## config.mk

```make
export PLATFORM = sky130hd
export DESIGN_NAME = vid_to_stream
export DESIGN_NICKNAME = d
export VERILOG_FILES = /design/src/vid_pkg.sv /design/src/vid_input_stage.sv /design/src/hsync_lock_counter.sv /design/src/lock_fsm.sv /design/src/packet_writer.sv /design/src/packet_fifo.sv /design/src/vid_to_stream.sv
export VERILOG_INCLUDE_DIRS = /design/src
export SDC_FILE = /design/constraint.sdc
export NUM_CORES = 1
export LEC_CHECK = 0
export BUFFER_PORTS_ARGS = -buffer_cell sky130_fd_sc_hd__buf_2
export CAP_MARGIN = 20
export CORE_UTILIZATION = 65
export CTS_BUF_LIST = sky130_fd_sc_hd__clkbuf_8
export DETAILED_ROUTE_END_ITERATION = 8
export GPL_TIMING_DRIVEN = 0
export PLACE_DENSITY_LB_ADDON = 0.05
export SLEW_MARGIN = 20
export SYNTH_ARGS = -nofsm -noshare
export SYNTH_HDL_FRONTEND = slang
export SYNTH_SLANG_ARGS = --single-unit
```

## constraint.sdc

```tcl
create_clock -name rst_vid_clk -period 6.53 [get_ports rst_vid_clk]
set_clock_uncertainty 0.05 [all_clocks]
set_input_delay 1.959 -clock rst_vid_clk [delete_from_list [all_inputs] [get_ports rst_vid_clk]]
set_output_delay 1.959 -clock rst_vid_clk [all_outputs]
set_load 0.02 [all_outputs]
```

## src/vid_config.svh

```systemverilog
`ifndef VID_CONFIG_SVH
`define VID_CONFIG_SVH

// two 10-bit planes side by side
`define VID_DATA_W 20

// hsync edges seen after vid_locked before the input counts as locked
`define LOCK_HSYNCS 2

// kept small so a stalled stream side fills it within one frame
`define FIFO_DEPTH 16

// address width, FIFO_DEPTH must stay a power of two
`define FIFO_AW 4

`endif

```

## src/vid_pkg.sv

```systemverilog
`include "vid_config.svh"

package vid_pkg;

    // video pins as sampled each clock
    typedef struct packed {
        logic [`VID_DATA_W-1:0] data;
        logic                   datavalid;
        logic                   h_sync;
        logic                   v_sync;
    } vid_in_t;

    // one stream beat, also the FIFO word
    typedef struct packed {
        logic [`VID_DATA_W-1:0] data;
        logic                   sop;
        logic                   eop;
    } st_beat_t;

    // one-cycle strobes from the registered syncs
    typedef struct packed {
        logic start_of_hsync;
        logic start_of_vsync;
        logic end_of_vsync;
    } sync_edges_t;

    typedef enum logic [1:0] {
        hunt,
        wait_frame,
        streaming
    } lock_state_t;

endpackage

```

## src/vid_input_stage.sv

```systemverilog
`timescale 1ns/1ps

module vid_input_stage (
    input  logic                  rst_vid_clk,
    input  logic                  vid_clk_int,
    input  vid_pkg::vid_in_t      vid_in,
    output vid_pkg::vid_in_t      vid_q,
    output vid_pkg::sync_edges_t  edges
);

    logic h_sync_prev;
    logic v_sync_prev;

    // one register stage on every video pin
    always_ff @(posedge rst_vid_clk or posedge vid_clk_int) begin
        if (vid_clk_int) begin
            vid_q       <= '0;
            h_sync_prev <= 1'b0;
            v_sync_prev <= 1'b0;
        end else begin
            vid_q       <= vid_in;
            h_sync_prev <= vid_q.h_sync;
            v_sync_prev <= vid_q.v_sync;
        end
    end

    // edges line up with vid_q
    assign edges = '{
        start_of_hsync: vid_q.h_sync & ~h_sync_prev,
        start_of_vsync: vid_q.v_sync & ~v_sync_prev,
        end_of_vsync:   ~vid_q.v_sync & v_sync_prev
    };

endmodule

```

## src/hsync_lock_counter.sv

```systemverilog
`timescale 1ns/1ps
`include "vid_config.svh"

module hsync_lock_counter (
    input  logic rst_vid_clk,
    input  logic vid_clk_int,
    input  logic start_of_hsync,
    input  logic restart,
    output logic hsyncs_seen
);

    localparam int cnt_w = $clog2(`LOCK_HSYNCS + 1);
    localparam logic [cnt_w-1:0] load_val = cnt_w'(`LOCK_HSYNCS);

    logic [cnt_w-1:0] cnt;

    // counts down to zero and sticks there
    always_ff @(posedge rst_vid_clk or posedge vid_clk_int) begin
        if (vid_clk_int) begin
            cnt <= load_val;
        end else if (restart) begin
            cnt <= load_val;
        end else if (start_of_hsync && cnt != '0) begin
            cnt <= cnt - 1'b1;
        end
    end

    assign hsyncs_seen = (cnt == '0);

    a_no_wrap: assert property (@(posedge rst_vid_clk) disable iff (vid_clk_int)
        (cnt == '0 && !restart) |=> cnt == '0);

endmodule

```

## src/lock_fsm.sv

```systemverilog
`timescale 1ns/1ps

module lock_fsm (
    input  logic                 rst_vid_clk,
    input  logic                 vid_clk_int,
    input  vid_pkg::sync_edges_t edges,
    input  logic                 vid_locked,
    input  logic                 hsyncs_seen,
    input  logic                 enable,
    input  logic                 overflow_event,
    input  logic                 full,
    output logic                 restart,
    output logic                 write_en,
    output logic                 abort
);

    import vid_pkg::*;

    lock_state_t state;
    lock_state_t state_n;
    logic        ovf_pending;
    logic        drain;
    logic        drop;

    // overflow recovery waits for the FIFO to make room
    assign drain = ovf_pending & ~full;
    assign drop  = ~vid_locked | drain;

    always_comb begin
        state_n = state;
        if (drop) begin
            state_n = hunt;
        end else begin
            case (state)
                hunt: begin
                    // restart still high means the count is stale
                    if (hsyncs_seen && !restart) begin
                        state_n = wait_frame;
                    end
                end
                wait_frame: begin
                    if (edges.end_of_vsync && enable) begin
                        state_n = streaming;
                    end
                end
                streaming: begin
                    if (edges.end_of_vsync && !enable) begin
                        state_n = wait_frame;
                    end
                end
                default: state_n = hunt;
            endcase
        end
    end

    always_ff @(posedge rst_vid_clk or posedge vid_clk_int) begin
        if (vid_clk_int) begin
            state       <= hunt;
            restart     <= 1'b0;
            ovf_pending <= 1'b0;
        end else begin
            state       <= state_n;
            // held while unlocked so the counter cannot run ahead
            restart     <= drop;
            ovf_pending <= (ovf_pending | overflow_event) & ~drain;
        end
    end

    assign write_en = (state == streaming) & ~ovf_pending;
    assign abort    = (state == streaming) & drop;

    a_abort_leaves: assert property (@(posedge rst_vid_clk) disable iff (vid_clk_int)
        abort |-> state == streaming ##1 state == hunt);

endmodule

```

## src/packet_writer.sv

```systemverilog
`timescale 1ns/1ps
`include "vid_config.svh"

module packet_writer (
    input  logic                 rst_vid_clk,
    input  logic                 vid_clk_int,
    input  vid_pkg::vid_in_t     vid_q,
    input  vid_pkg::sync_edges_t edges,
    input  logic                 write_en,
    input  logic                 abort,
    input  logic                 full,
    output logic                 wr_req,
    output vid_pkg::st_beat_t    wr_beat
);

    logic [`VID_DATA_W-1:0] held;
    logic                   in_pkt;
    logic                   eop_wait;
    logic                   eop_req;
    logic                   flush;
    logic                   active;

    // packet end on a vsync edge, an abort, or a flush that found the FIFO full
    assign eop_req = in_pkt & (edges.start_of_vsync | edges.end_of_vsync | abort | eop_wait);
    assign flush   = eop_req & ~full;
    assign active  = write_en & vid_q.datavalid & ~eop_req;
    assign wr_req  = active | flush;

    // type word 0 opens the packet, later writes carry the held sample
    always_comb begin
        wr_beat.data = in_pkt ? held : '0;
        wr_beat.sop  = ~in_pkt;
        wr_beat.eop  = flush;
    end

    // a lost write keeps the held sample for the closing flush
    always_ff @(posedge rst_vid_clk) begin
        if (active && !full) begin
            held <= vid_q.data;
        end
    end

    always_ff @(posedge rst_vid_clk or posedge vid_clk_int) begin
        if (vid_clk_int) begin
            in_pkt   <= 1'b0;
            eop_wait <= 1'b0;
        end else if (flush) begin
            in_pkt   <= 1'b0;
            eop_wait <= 1'b0;
        end else if (eop_req) begin
            eop_wait <= 1'b1;
        end else if (active) begin
            in_pkt <= 1'b1;
        end
    end

    // outside streaming only one closing flush may write
    a_write_gated: assert property (@(posedge rst_vid_clk) disable iff (vid_clk_int)
        (wr_req && !write_en) |=> (!wr_req || write_en));

endmodule

```

## src/packet_fifo.sv

```systemverilog
`timescale 1ns/1ps
`include "vid_config.svh"

module packet_fifo #(
    parameter type payload_t = vid_pkg::st_beat_t
) (
    input  logic     rst_vid_clk,
    input  logic     vid_clk_int,
    input  logic     wr_req,
    input  payload_t wr_beat,
    input  logic     clear_overflow,
    input  logic     st_ready,
    output logic     full,
    output logic     overflow_event,
    output logic     overflow,
    output payload_t st_out,
    output logic     st_valid
);

    localparam logic [`FIFO_AW:0] depth_val = (`FIFO_AW + 1)'(`FIFO_DEPTH);

    payload_t             mem [`FIFO_DEPTH];
    logic [`FIFO_AW-1:0]  wr_ptr;
    logic [`FIFO_AW-1:0]  rd_ptr;
    logic [`FIFO_AW:0]    count;
    logic                 push;
    logic                 pop;

    assign full           = (count == depth_val);
    assign overflow_event = wr_req & full;
    assign push           = wr_req & ~full;
    assign pop            = st_valid & st_ready;

    always_ff @(posedge rst_vid_clk) begin
        if (push) begin
            mem[wr_ptr] <= wr_beat;
        end
    end

    always_ff @(posedge rst_vid_clk or posedge vid_clk_int) begin
        if (vid_clk_int) begin
            wr_ptr   <= '0;
            rd_ptr   <= '0;
            count    <= '0;
            overflow <= 1'b0;
        end else begin
            if (push) begin
                wr_ptr <= wr_ptr + 1'b1;
            end
            if (pop) begin
                rd_ptr <= rd_ptr + 1'b1;
            end
            case ({push, pop})
                2'b10:   count <= count + 1'b1;
                2'b01:   count <= count - 1'b1;
                default: count <= count;
            endcase
            // sticky until cleared
            overflow <= (overflow | overflow_event) & ~clear_overflow;
        end
    end

    // first word falls through
    assign st_out   = mem[rd_ptr];
    assign st_valid = (count != '0);

    a_stall_stable: assert property (@(posedge rst_vid_clk) disable iff (vid_clk_int)
        (st_valid && !st_ready) |=> st_valid && $stable(st_out));

endmodule

```

## src/vid_to_stream.sv

```systemverilog
`timescale 1ns/1ps

module vid_to_stream (
    input  logic              rst_vid_clk,
    input  logic              vid_clk_int,
    input  vid_pkg::vid_in_t  vid_in,
    input  logic              vid_locked,
    input  logic              enable,
    input  logic              clear_overflow,
    input  logic              st_ready,
    output vid_pkg::st_beat_t st_out,
    output logic              st_valid,
    output logic              overflow
);

    import vid_pkg::*;

    vid_in_t     vid_q;
    sync_edges_t edges;
    logic        hsyncs_seen;
    logic        restart;
    logic        write_en;
    logic        abort;
    logic        full;
    logic        overflow_event;
    logic        wr_req;
    st_beat_t    wr_beat;

    vid_input_stage i_vid_input_stage (
        .rst_vid_clk (rst_vid_clk),
        .vid_clk_int (vid_clk_int),
        .vid_in      (vid_in),
        .vid_q       (vid_q),
        .edges       (edges)
    );

    hsync_lock_counter i_hsync_lock_counter (
        .rst_vid_clk    (rst_vid_clk),
        .vid_clk_int    (vid_clk_int),
        .start_of_hsync (edges.start_of_hsync),
        .restart        (restart),
        .hsyncs_seen    (hsyncs_seen)
    );

    lock_fsm i_lock_fsm (
        .rst_vid_clk    (rst_vid_clk),
        .vid_clk_int    (vid_clk_int),
        .edges          (edges),
        .vid_locked     (vid_locked),
        .hsyncs_seen    (hsyncs_seen),
        .enable         (enable),
        .overflow_event (overflow_event),
        .full           (full),
        .restart        (restart),
        .write_en       (write_en),
        .abort          (abort)
    );

    packet_writer i_packet_writer (
        .rst_vid_clk (rst_vid_clk),
        .vid_clk_int (vid_clk_int),
        .vid_q       (vid_q),
        .edges       (edges),
        .write_en    (write_en),
        .abort       (abort),
        .full        (full),
        .wr_req      (wr_req),
        .wr_beat     (wr_beat)
    );

    packet_fifo #(
        .payload_t (st_beat_t)
    ) i_packet_fifo (
        .rst_vid_clk    (rst_vid_clk),
        .vid_clk_int    (vid_clk_int),
        .wr_req         (wr_req),
        .wr_beat        (wr_beat),
        .clear_overflow (clear_overflow),
        .st_ready       (st_ready),
        .full           (full),
        .overflow_event (overflow_event),
        .overflow       (overflow),
        .st_out         (st_out),
        .st_valid       (st_valid)
    );

endmodule

```

== After elaboration in Yosys (flattened, before gate mapping) ==
Memory sizes are Yosys's and may differ from the RTL's.
Index checks and enable logic that the tools add are counted.

* Bitwise gates (word level): 32
* Reductions and logical operators: 18
* Equal/unequal tests: 9
* Muxes and demuxes: 16
* Add/subtract/negate cells: 5

{| class="wikitable"
|+ Operator list
! cell !! number
|-
| $mux W20 || 1
|-
| $and A1 B1 Y1 || 15
|-
| $mux W2 || 6
|-
| $not A1 Y1 || 10
|-
| $pmux W5 S2 || 1
|-
| $reduce_bool A2 Y1 || 5
|-
| $ne A3 B1 Y1 const B || 3
|-
| $add A4 B1 Y4 const B || 2
|-
| $mux W1 || 7
|-
| $or A1 B1 Y1 || 7
|-
| $pmux W2 S3 || 1
|-
| $add A5 B1 Y5 const B || 1
|-
| $eq A5 B5 Y1 const B || 1
|-
| $logic_and A1 B1 Y1 || 5
|-
| $reduce_bool A5 Y1 || 1
|-
| $sub A5 B1 Y5 const B || 1
|-
| $eq A2 B1 Y1 const B || 2
|-
| $eq A2 B2 Y1 const B || 2
|-
| $logic_not A2 Y1 || 2
|-
| $logic_not A1 Y1 || 3
|-
| $reduce_and A3 Y1 || 1
|-
| $ne A2 B2 Y1 const B || 1
|-
| $reduce_and A2 Y1 || 1
|-
| $sub A2 B1 Y2 const B || 1
|}

* Word-level logic and storage cells: 98
* Bits of input ports: 29
* Register bits: 67
* Memory bits (writable): 352
* Memories kept: 1
* Output and inout port bits: 24

{| class="wikitable"
|+ Memories
! name !! depth !! bits a word !! rd ports !! clocked after Yosys merged registers in !! write ports !! line !! RTL
|-
| i_packet_fifo.mem || 16 || 22 || 1 || 0 || 1 || packet_fifo.sv:22 || <nowiki>payload_t mem [`FIFO_DEPTH];</nowiki>
|}

== Logic depth before layout (Yosys ltp) ==
* Depth in word-level cells: 14
* Mapped depth: 14

== Cells and area by module ==
A second synthesis with hierarchy kept.

* Cell total of the unflattened synthesis: 841
* Area total of the unflattened synthesis: 16,324.4 sq um

{| class="wikitable"
|+ Modules (own cells, without submodules)
! module !! area each (sq um) !! instances !! cells an instance !! sequential area each (sq um)
|-
| packet_fifo || 14,471.4 || 1 || 724 || 10,920.5
|-
| packet_writer || 868.3 || 1 || 55 || 650.6
|-
| vid_input_stage || 650.6 || 1 || 29 || 625.6
|-
| lock_fsm || 205.2 || 1 || 20 || 100.1
|-
| hsync_lock_counter || 128.9 || 1 || 13 || 51.3
|}

== Worst setup path before layout ==
No wires, ideal clock.

* Kind: input-to-reg
* From: in vid_locked
* To: mem i_packet_fifo.mem[3][0] (netlist bit), enable pin
* Data required time: 6.051 ns
* Library setup time: 0.429 ns
* Slack: 1.956 ns
* Path buffers: 1
* Stages on the path: 6
* Arrival: 4.095 ns
* Cells stage by stage: nand2b_1 -> nand3_1 -> a21oi_1 -> clkbuf_2 -> nand2_1 -> nor3_1

* Word-level cells in the longest chain between the ends: 12

{| class="wikitable"
|+ RTL lines
! item !! line !! RTL
|-
| start: declaration || vid_to_stream.sv:7 || <nowiki>input logic vid_locked,</nowiki>
|-
| $not A1 Y1 * || lock_fsm.sv:27 || <nowiki>assign drop = ~vid_locked | drain;</nowiki>
|-
| $or A1 B1 Y1 * || lock_fsm.sv:27 ||
|-
| $and A1 B1 Y1 * || lock_fsm.sv:70 || <nowiki>assign abort = (state == streaming) & drop;</nowiki>
|-
| $or A1 B1 Y1 * (2 in a row) || packet_writer.sv:24 || <nowiki>assign eop_req = in_pkt & (edges.start_of_vsync | edges.end_of_vsync | abort | eop_wait);</nowiki>
|-
| $and A1 B1 Y1 * || packet_writer.sv:24 ||
|-
| $not A1 Y1 || packet_writer.sv:26 || <nowiki>assign active = write_en & vid_q.datavalid & ~eop_req;</nowiki>
|-
| $and A1 B1 Y1 || packet_writer.sv:26 ||
|-
| $or A1 B1 Y1 * || packet_writer.sv:27 || <nowiki>assign wr_req = active | flush;</nowiki>
|-
| $and A1 B1 Y1 * || packet_fifo.sv:31 || <nowiki>assign push = wr_req & ~full;</nowiki>
|-
| $mux W1 * || packet_fifo.sv:35 || <nowiki>if (push) begin</nowiki>
|-
| $mux W1 (not written as such) * || packet_fifo.sv:36 || <nowiki>mem[wr_ptr] <= wr_beat;</nowiki>
|-
| end: declaration || packet_fifo.sv:22 ||
|}

Mark *: on every way between the ends. The rest lies on a longest branch, timed or not.

==> results.md <==
* Status: completed
* Synth Instances at 744
* Post-DP HPWL at 19.3 mm
* All-Layer GR Usage at 28.1%
* DRC violations left at 0
* Ys async rst share at 11.2%
* CTS sink cnt at 419
* CTS tree: yes
* Seq. cell area at 12300 sq um
* Layout cells sized above 1 at 29.4%
* Slew Viols, Final at 0
* Chip height at 158 microns
* Top-count cell post-synth: edfxtp_1
* Critical Path End Type: output pin
* Max Clk Rate at 0.211 GHz
* Final core utilization at 75.7%
* Top FF cell, synth: edfxtp_1
* Vias at 7800
* Unrepaired setup endpoints after global routing: no
* Largest cells by area after synthesis: edfxtp_1 70%, mux4_2 12%, dfrtp_1 7.3%, a22oi_1 2.1%, and2_1 0.87%
* Req. time, crit path at 4520 ps
* Worst Path Arrival at 2740 ps
* Crit Path Max Fanout at 10
* Port buffer count at 52
* Post-synth top cells: 372 x edfxtp_1, 88 x mux4_2, 46 x dfrtp_1
* Vias in the first global route at 8041
* Largest net degree at the start of global routing at 30
* Area share of the largest cell type after synthesis at 70.4%
* Initial DRC count at 789
* Die area at 25000 sq um
* Clock insertion delay at the later pin of the skew report at 580 ps
* Critical Path Start Type: flop
* Clock root cell: clkbuf_8
* Slew headroom at 36.5%
* Setup Buffers After CTS at 0
* Clock buffer count from CTS at 66
* P per Cell Area at 402 nW/um^2
* GRT overflow at 0
* Slowest stage delay, CP at 730 ps
* Final Cycle Share at 72.7%
* CP Cell Sequence: buf_2, clkbuf_1, mux4_2, a22oi_1, nand2_1, buf_2
* Die W at 158 microns
* Final setup fails at 0
* Mapped cell area at 15900 sq um
* Unique masters post-synth at 41
* Post-CTS Resized at 0
* Area grow syn2layout at 12.9%
* H-tree Lvls at 3
* Syn_nets at 785
* Syn_area_per_cell at 21.3 sq um
* Clock slew at the register clock pins of the worst setup and hold paths at 50 ps
* CP most frequent cell: buf_2
* FF+latch count, synth at 419
* Area taken by multi-input logic gates at 3300 sq um
* WL per Instance at 26.5 microns
* Total negative setup slack at 0 ps
* Initial antenna violation count at 0
* Final Hold Fails at 0
* Initial Utilization at 67.0%
* Register area share after synthesis at 77.8%
* Core region area at 23700 sq um
* EDFF count, synth at 372
* IO Pins at 53
* Clock Path Buffers at 3
* Max stage delay cell, worst path: clkbuf_1
* Post-CTS Hold Fix Bufs at 0
* Worst Max-Slew Pin Slew at 949 ps
* Cell taking the most area after synthesis: edfxtp_1
* Vias/cell at 6.28
* GP Congestion at 0.756
* Antenna viol nets, final at 0
* VDD IR max at 0.000312 V
* Final WL at 32.9 mm
* Final Critical Period at 4750 ps
* Global-route wire length before repair at 48.1 mm
* WS Path Type: flop to output pin
* Nets at 912
* Pleak at 6.13 nW
* Number of diodes at 0
* Max-cap violations at 0
* Worst hold path type: flop to flop
* Detailed Routing Iterations Pass 1 at 5
* # rows at 56
* Synth warnings at 0
* FILL cells at 1362
==> worst paths after layout <==
kind / from / end / slack (ps) / cells past startpoint
worst max-delay path: i_packet_fifo.rd_ptr[1]$_DFFE_PP0P_ / st_out[6] / 1780 / 6
worst min-delay path: i_vid_input_stage.vid_q[0]$_DFF_PP0_ / i_vid_input_stage.v_sync_prev$_DFF_PP0_ / 330 / 0
worst max register to register: i_vid_input_stage.v_sync_prev$_DFF_PP0_ / i_packet_fifo.count[4]$_DFFE_PP0P_ / 3400 / 13
worst min register to register: i_vid_input_stage.vid_q[0]$_DFF_PP0_ / i_vid_input_stage.v_sync_prev$_DFF_PP0_ / 330 / 0
max in group asynchronous: vid_clk_int / i_hsync_lock_counter.cnt[1]$_DFFE_PP1P_ / 4420 / 3
min in group asynchronous: vid_clk_int / i_vid_input_stage.vid_q[19]$_DFF_PP0_ / 1380 / 2
==> critical path: cells and delay by family (launching register included) <==
family                 cells  cell delay (ps)
AO/OA/AOI/OAI              1              200
buffers and inverters      3             1090
flip-flops                 1              350
multiplexers               1              410
AND/OR/NAND/NOR            1              130
==> metal layers <==
| metal | routed length [microns] | vias up | track usage (%) |
|---|---|---|---|
| li1 | - | 3301 | - |
| met1 | 13400 | 4049 | 39.2 |
| met2 | 16300 | 388 | 45.1 |
| met3 | 2460 | 62 | 5.85 |
| met4 | 719 | 0 | 9.66 |
| met5 | 0 | - | 0 |
==> per-stage QoR <==
stage	hold slack (ps)	power [mW]	setup WS, ps	area [sq um]	std cells
floorplan	304	4.58	1960	15900	744
global placement	310	5.13	-138	16500	1115
detailed placement	315	5.22	2090	16700	1122
CTS	327	7.25	1800	17900	1243
global route	337	7.49	1700	17900	1243
finish	325	7.20	1780	17900	1243
==> area by class of cell <==
type / instances / share of cell area [%]
sequential: 419 / 68.9
multi-input combinational: 278 / 18.4
clock buffer: 72 / 5.53
tap: 319 / 2.23
timing repair buffer: 59 / 2.15
clock inverter: 49 / 1.38
buffer: 34 / 1.09
inverter: 13 / 0.272
==> state kept, by name, indices dropped and copies added, names as in the netlist <==
register and cells:
i_hsync_lock_counter.cnt 2, i_packet_fifo.rd_ptr 4, i_vid_input_stage.h_sync_prev 1, i_packet_fifo.overflow 1, i_packet_fifo.mem 352, i_lock_fsm.restart 1
i_packet_writer.in_pkt 1, i_vid_input_stage.v_sync_prev 1, i_lock_fsm.ovf_pending 1, i_packet_fifo.count 5, i_packet_writer.held 20, i_packet_fifo.wr_ptr 4
i_lock_fsm.state 2, i_vid_input_stage.vid_q 23, i_packet_writer.eop_wait 1
==> placed cells by master (no fill, tap or decap), drive strengths merged <==
cell | synthesis | final
edfxtp | 372 | 372
clkbuf | 18 | 90
mux4 | 88 | 88
buf | 16 | 75
dfrtp | 46 | 46
a22oi | 45 | 45
inv | 13 | 39
nand2 | 32 | 32
and2 | 24 | 24
clkinv | 0 | 17
and3 | 16 | 16
ha | 11 | 11
nor2 | 10 | 10
xnor2 | 9 | 9
a21oi | 7 | 7
o21ai | 5 | 5
nor2b | 5 | 5
clkinvlp | 0 | 5
nand2b | 4 | 4
xor2 | 3 | 3
a21o | 2 | 2
nand3 | 2 | 2
nand4 | 2 | 2
mux2 | 2 | 2
nor4 | 1 | 1
and4bb | 1 | 1
nor3 | 1 | 1
a41oi | 1 | 1
o22ai | 1 | 1
o41ai | 1 | 1
nand4b | 1 | 1
a211o | 1 | 1
mux2i | 1 | 1
a31oi | 1 | 1
fa | 1 | 1
bufinv | 0 | 1
dfstp | 1 | 1
==> power breakdown <==
group	switching [mW]	internal (mW)	total [mW]	leakage, nW
Clock	0.987	1.06	2.05	0.710
Combinational	1.20	0.867	2.06	1.54
Sequential	0.0571	3.03	3.09	3.88
Total	2.24	4.96	7.20	6.13
==> kinds of logic after synthesis <==
| logic type | synth area share, % |
|---|---|
| fa+ha+maj | 0.993 |
| compound gates | 2.96 |
| xor+xnor | 0.662 |
| flops | 77.8 |
| buf+inv | 1.54 |
| mux | 12.7 |
| simple gates | 3.32 |
Note: power is estimated with default switching activity, not from simulation.
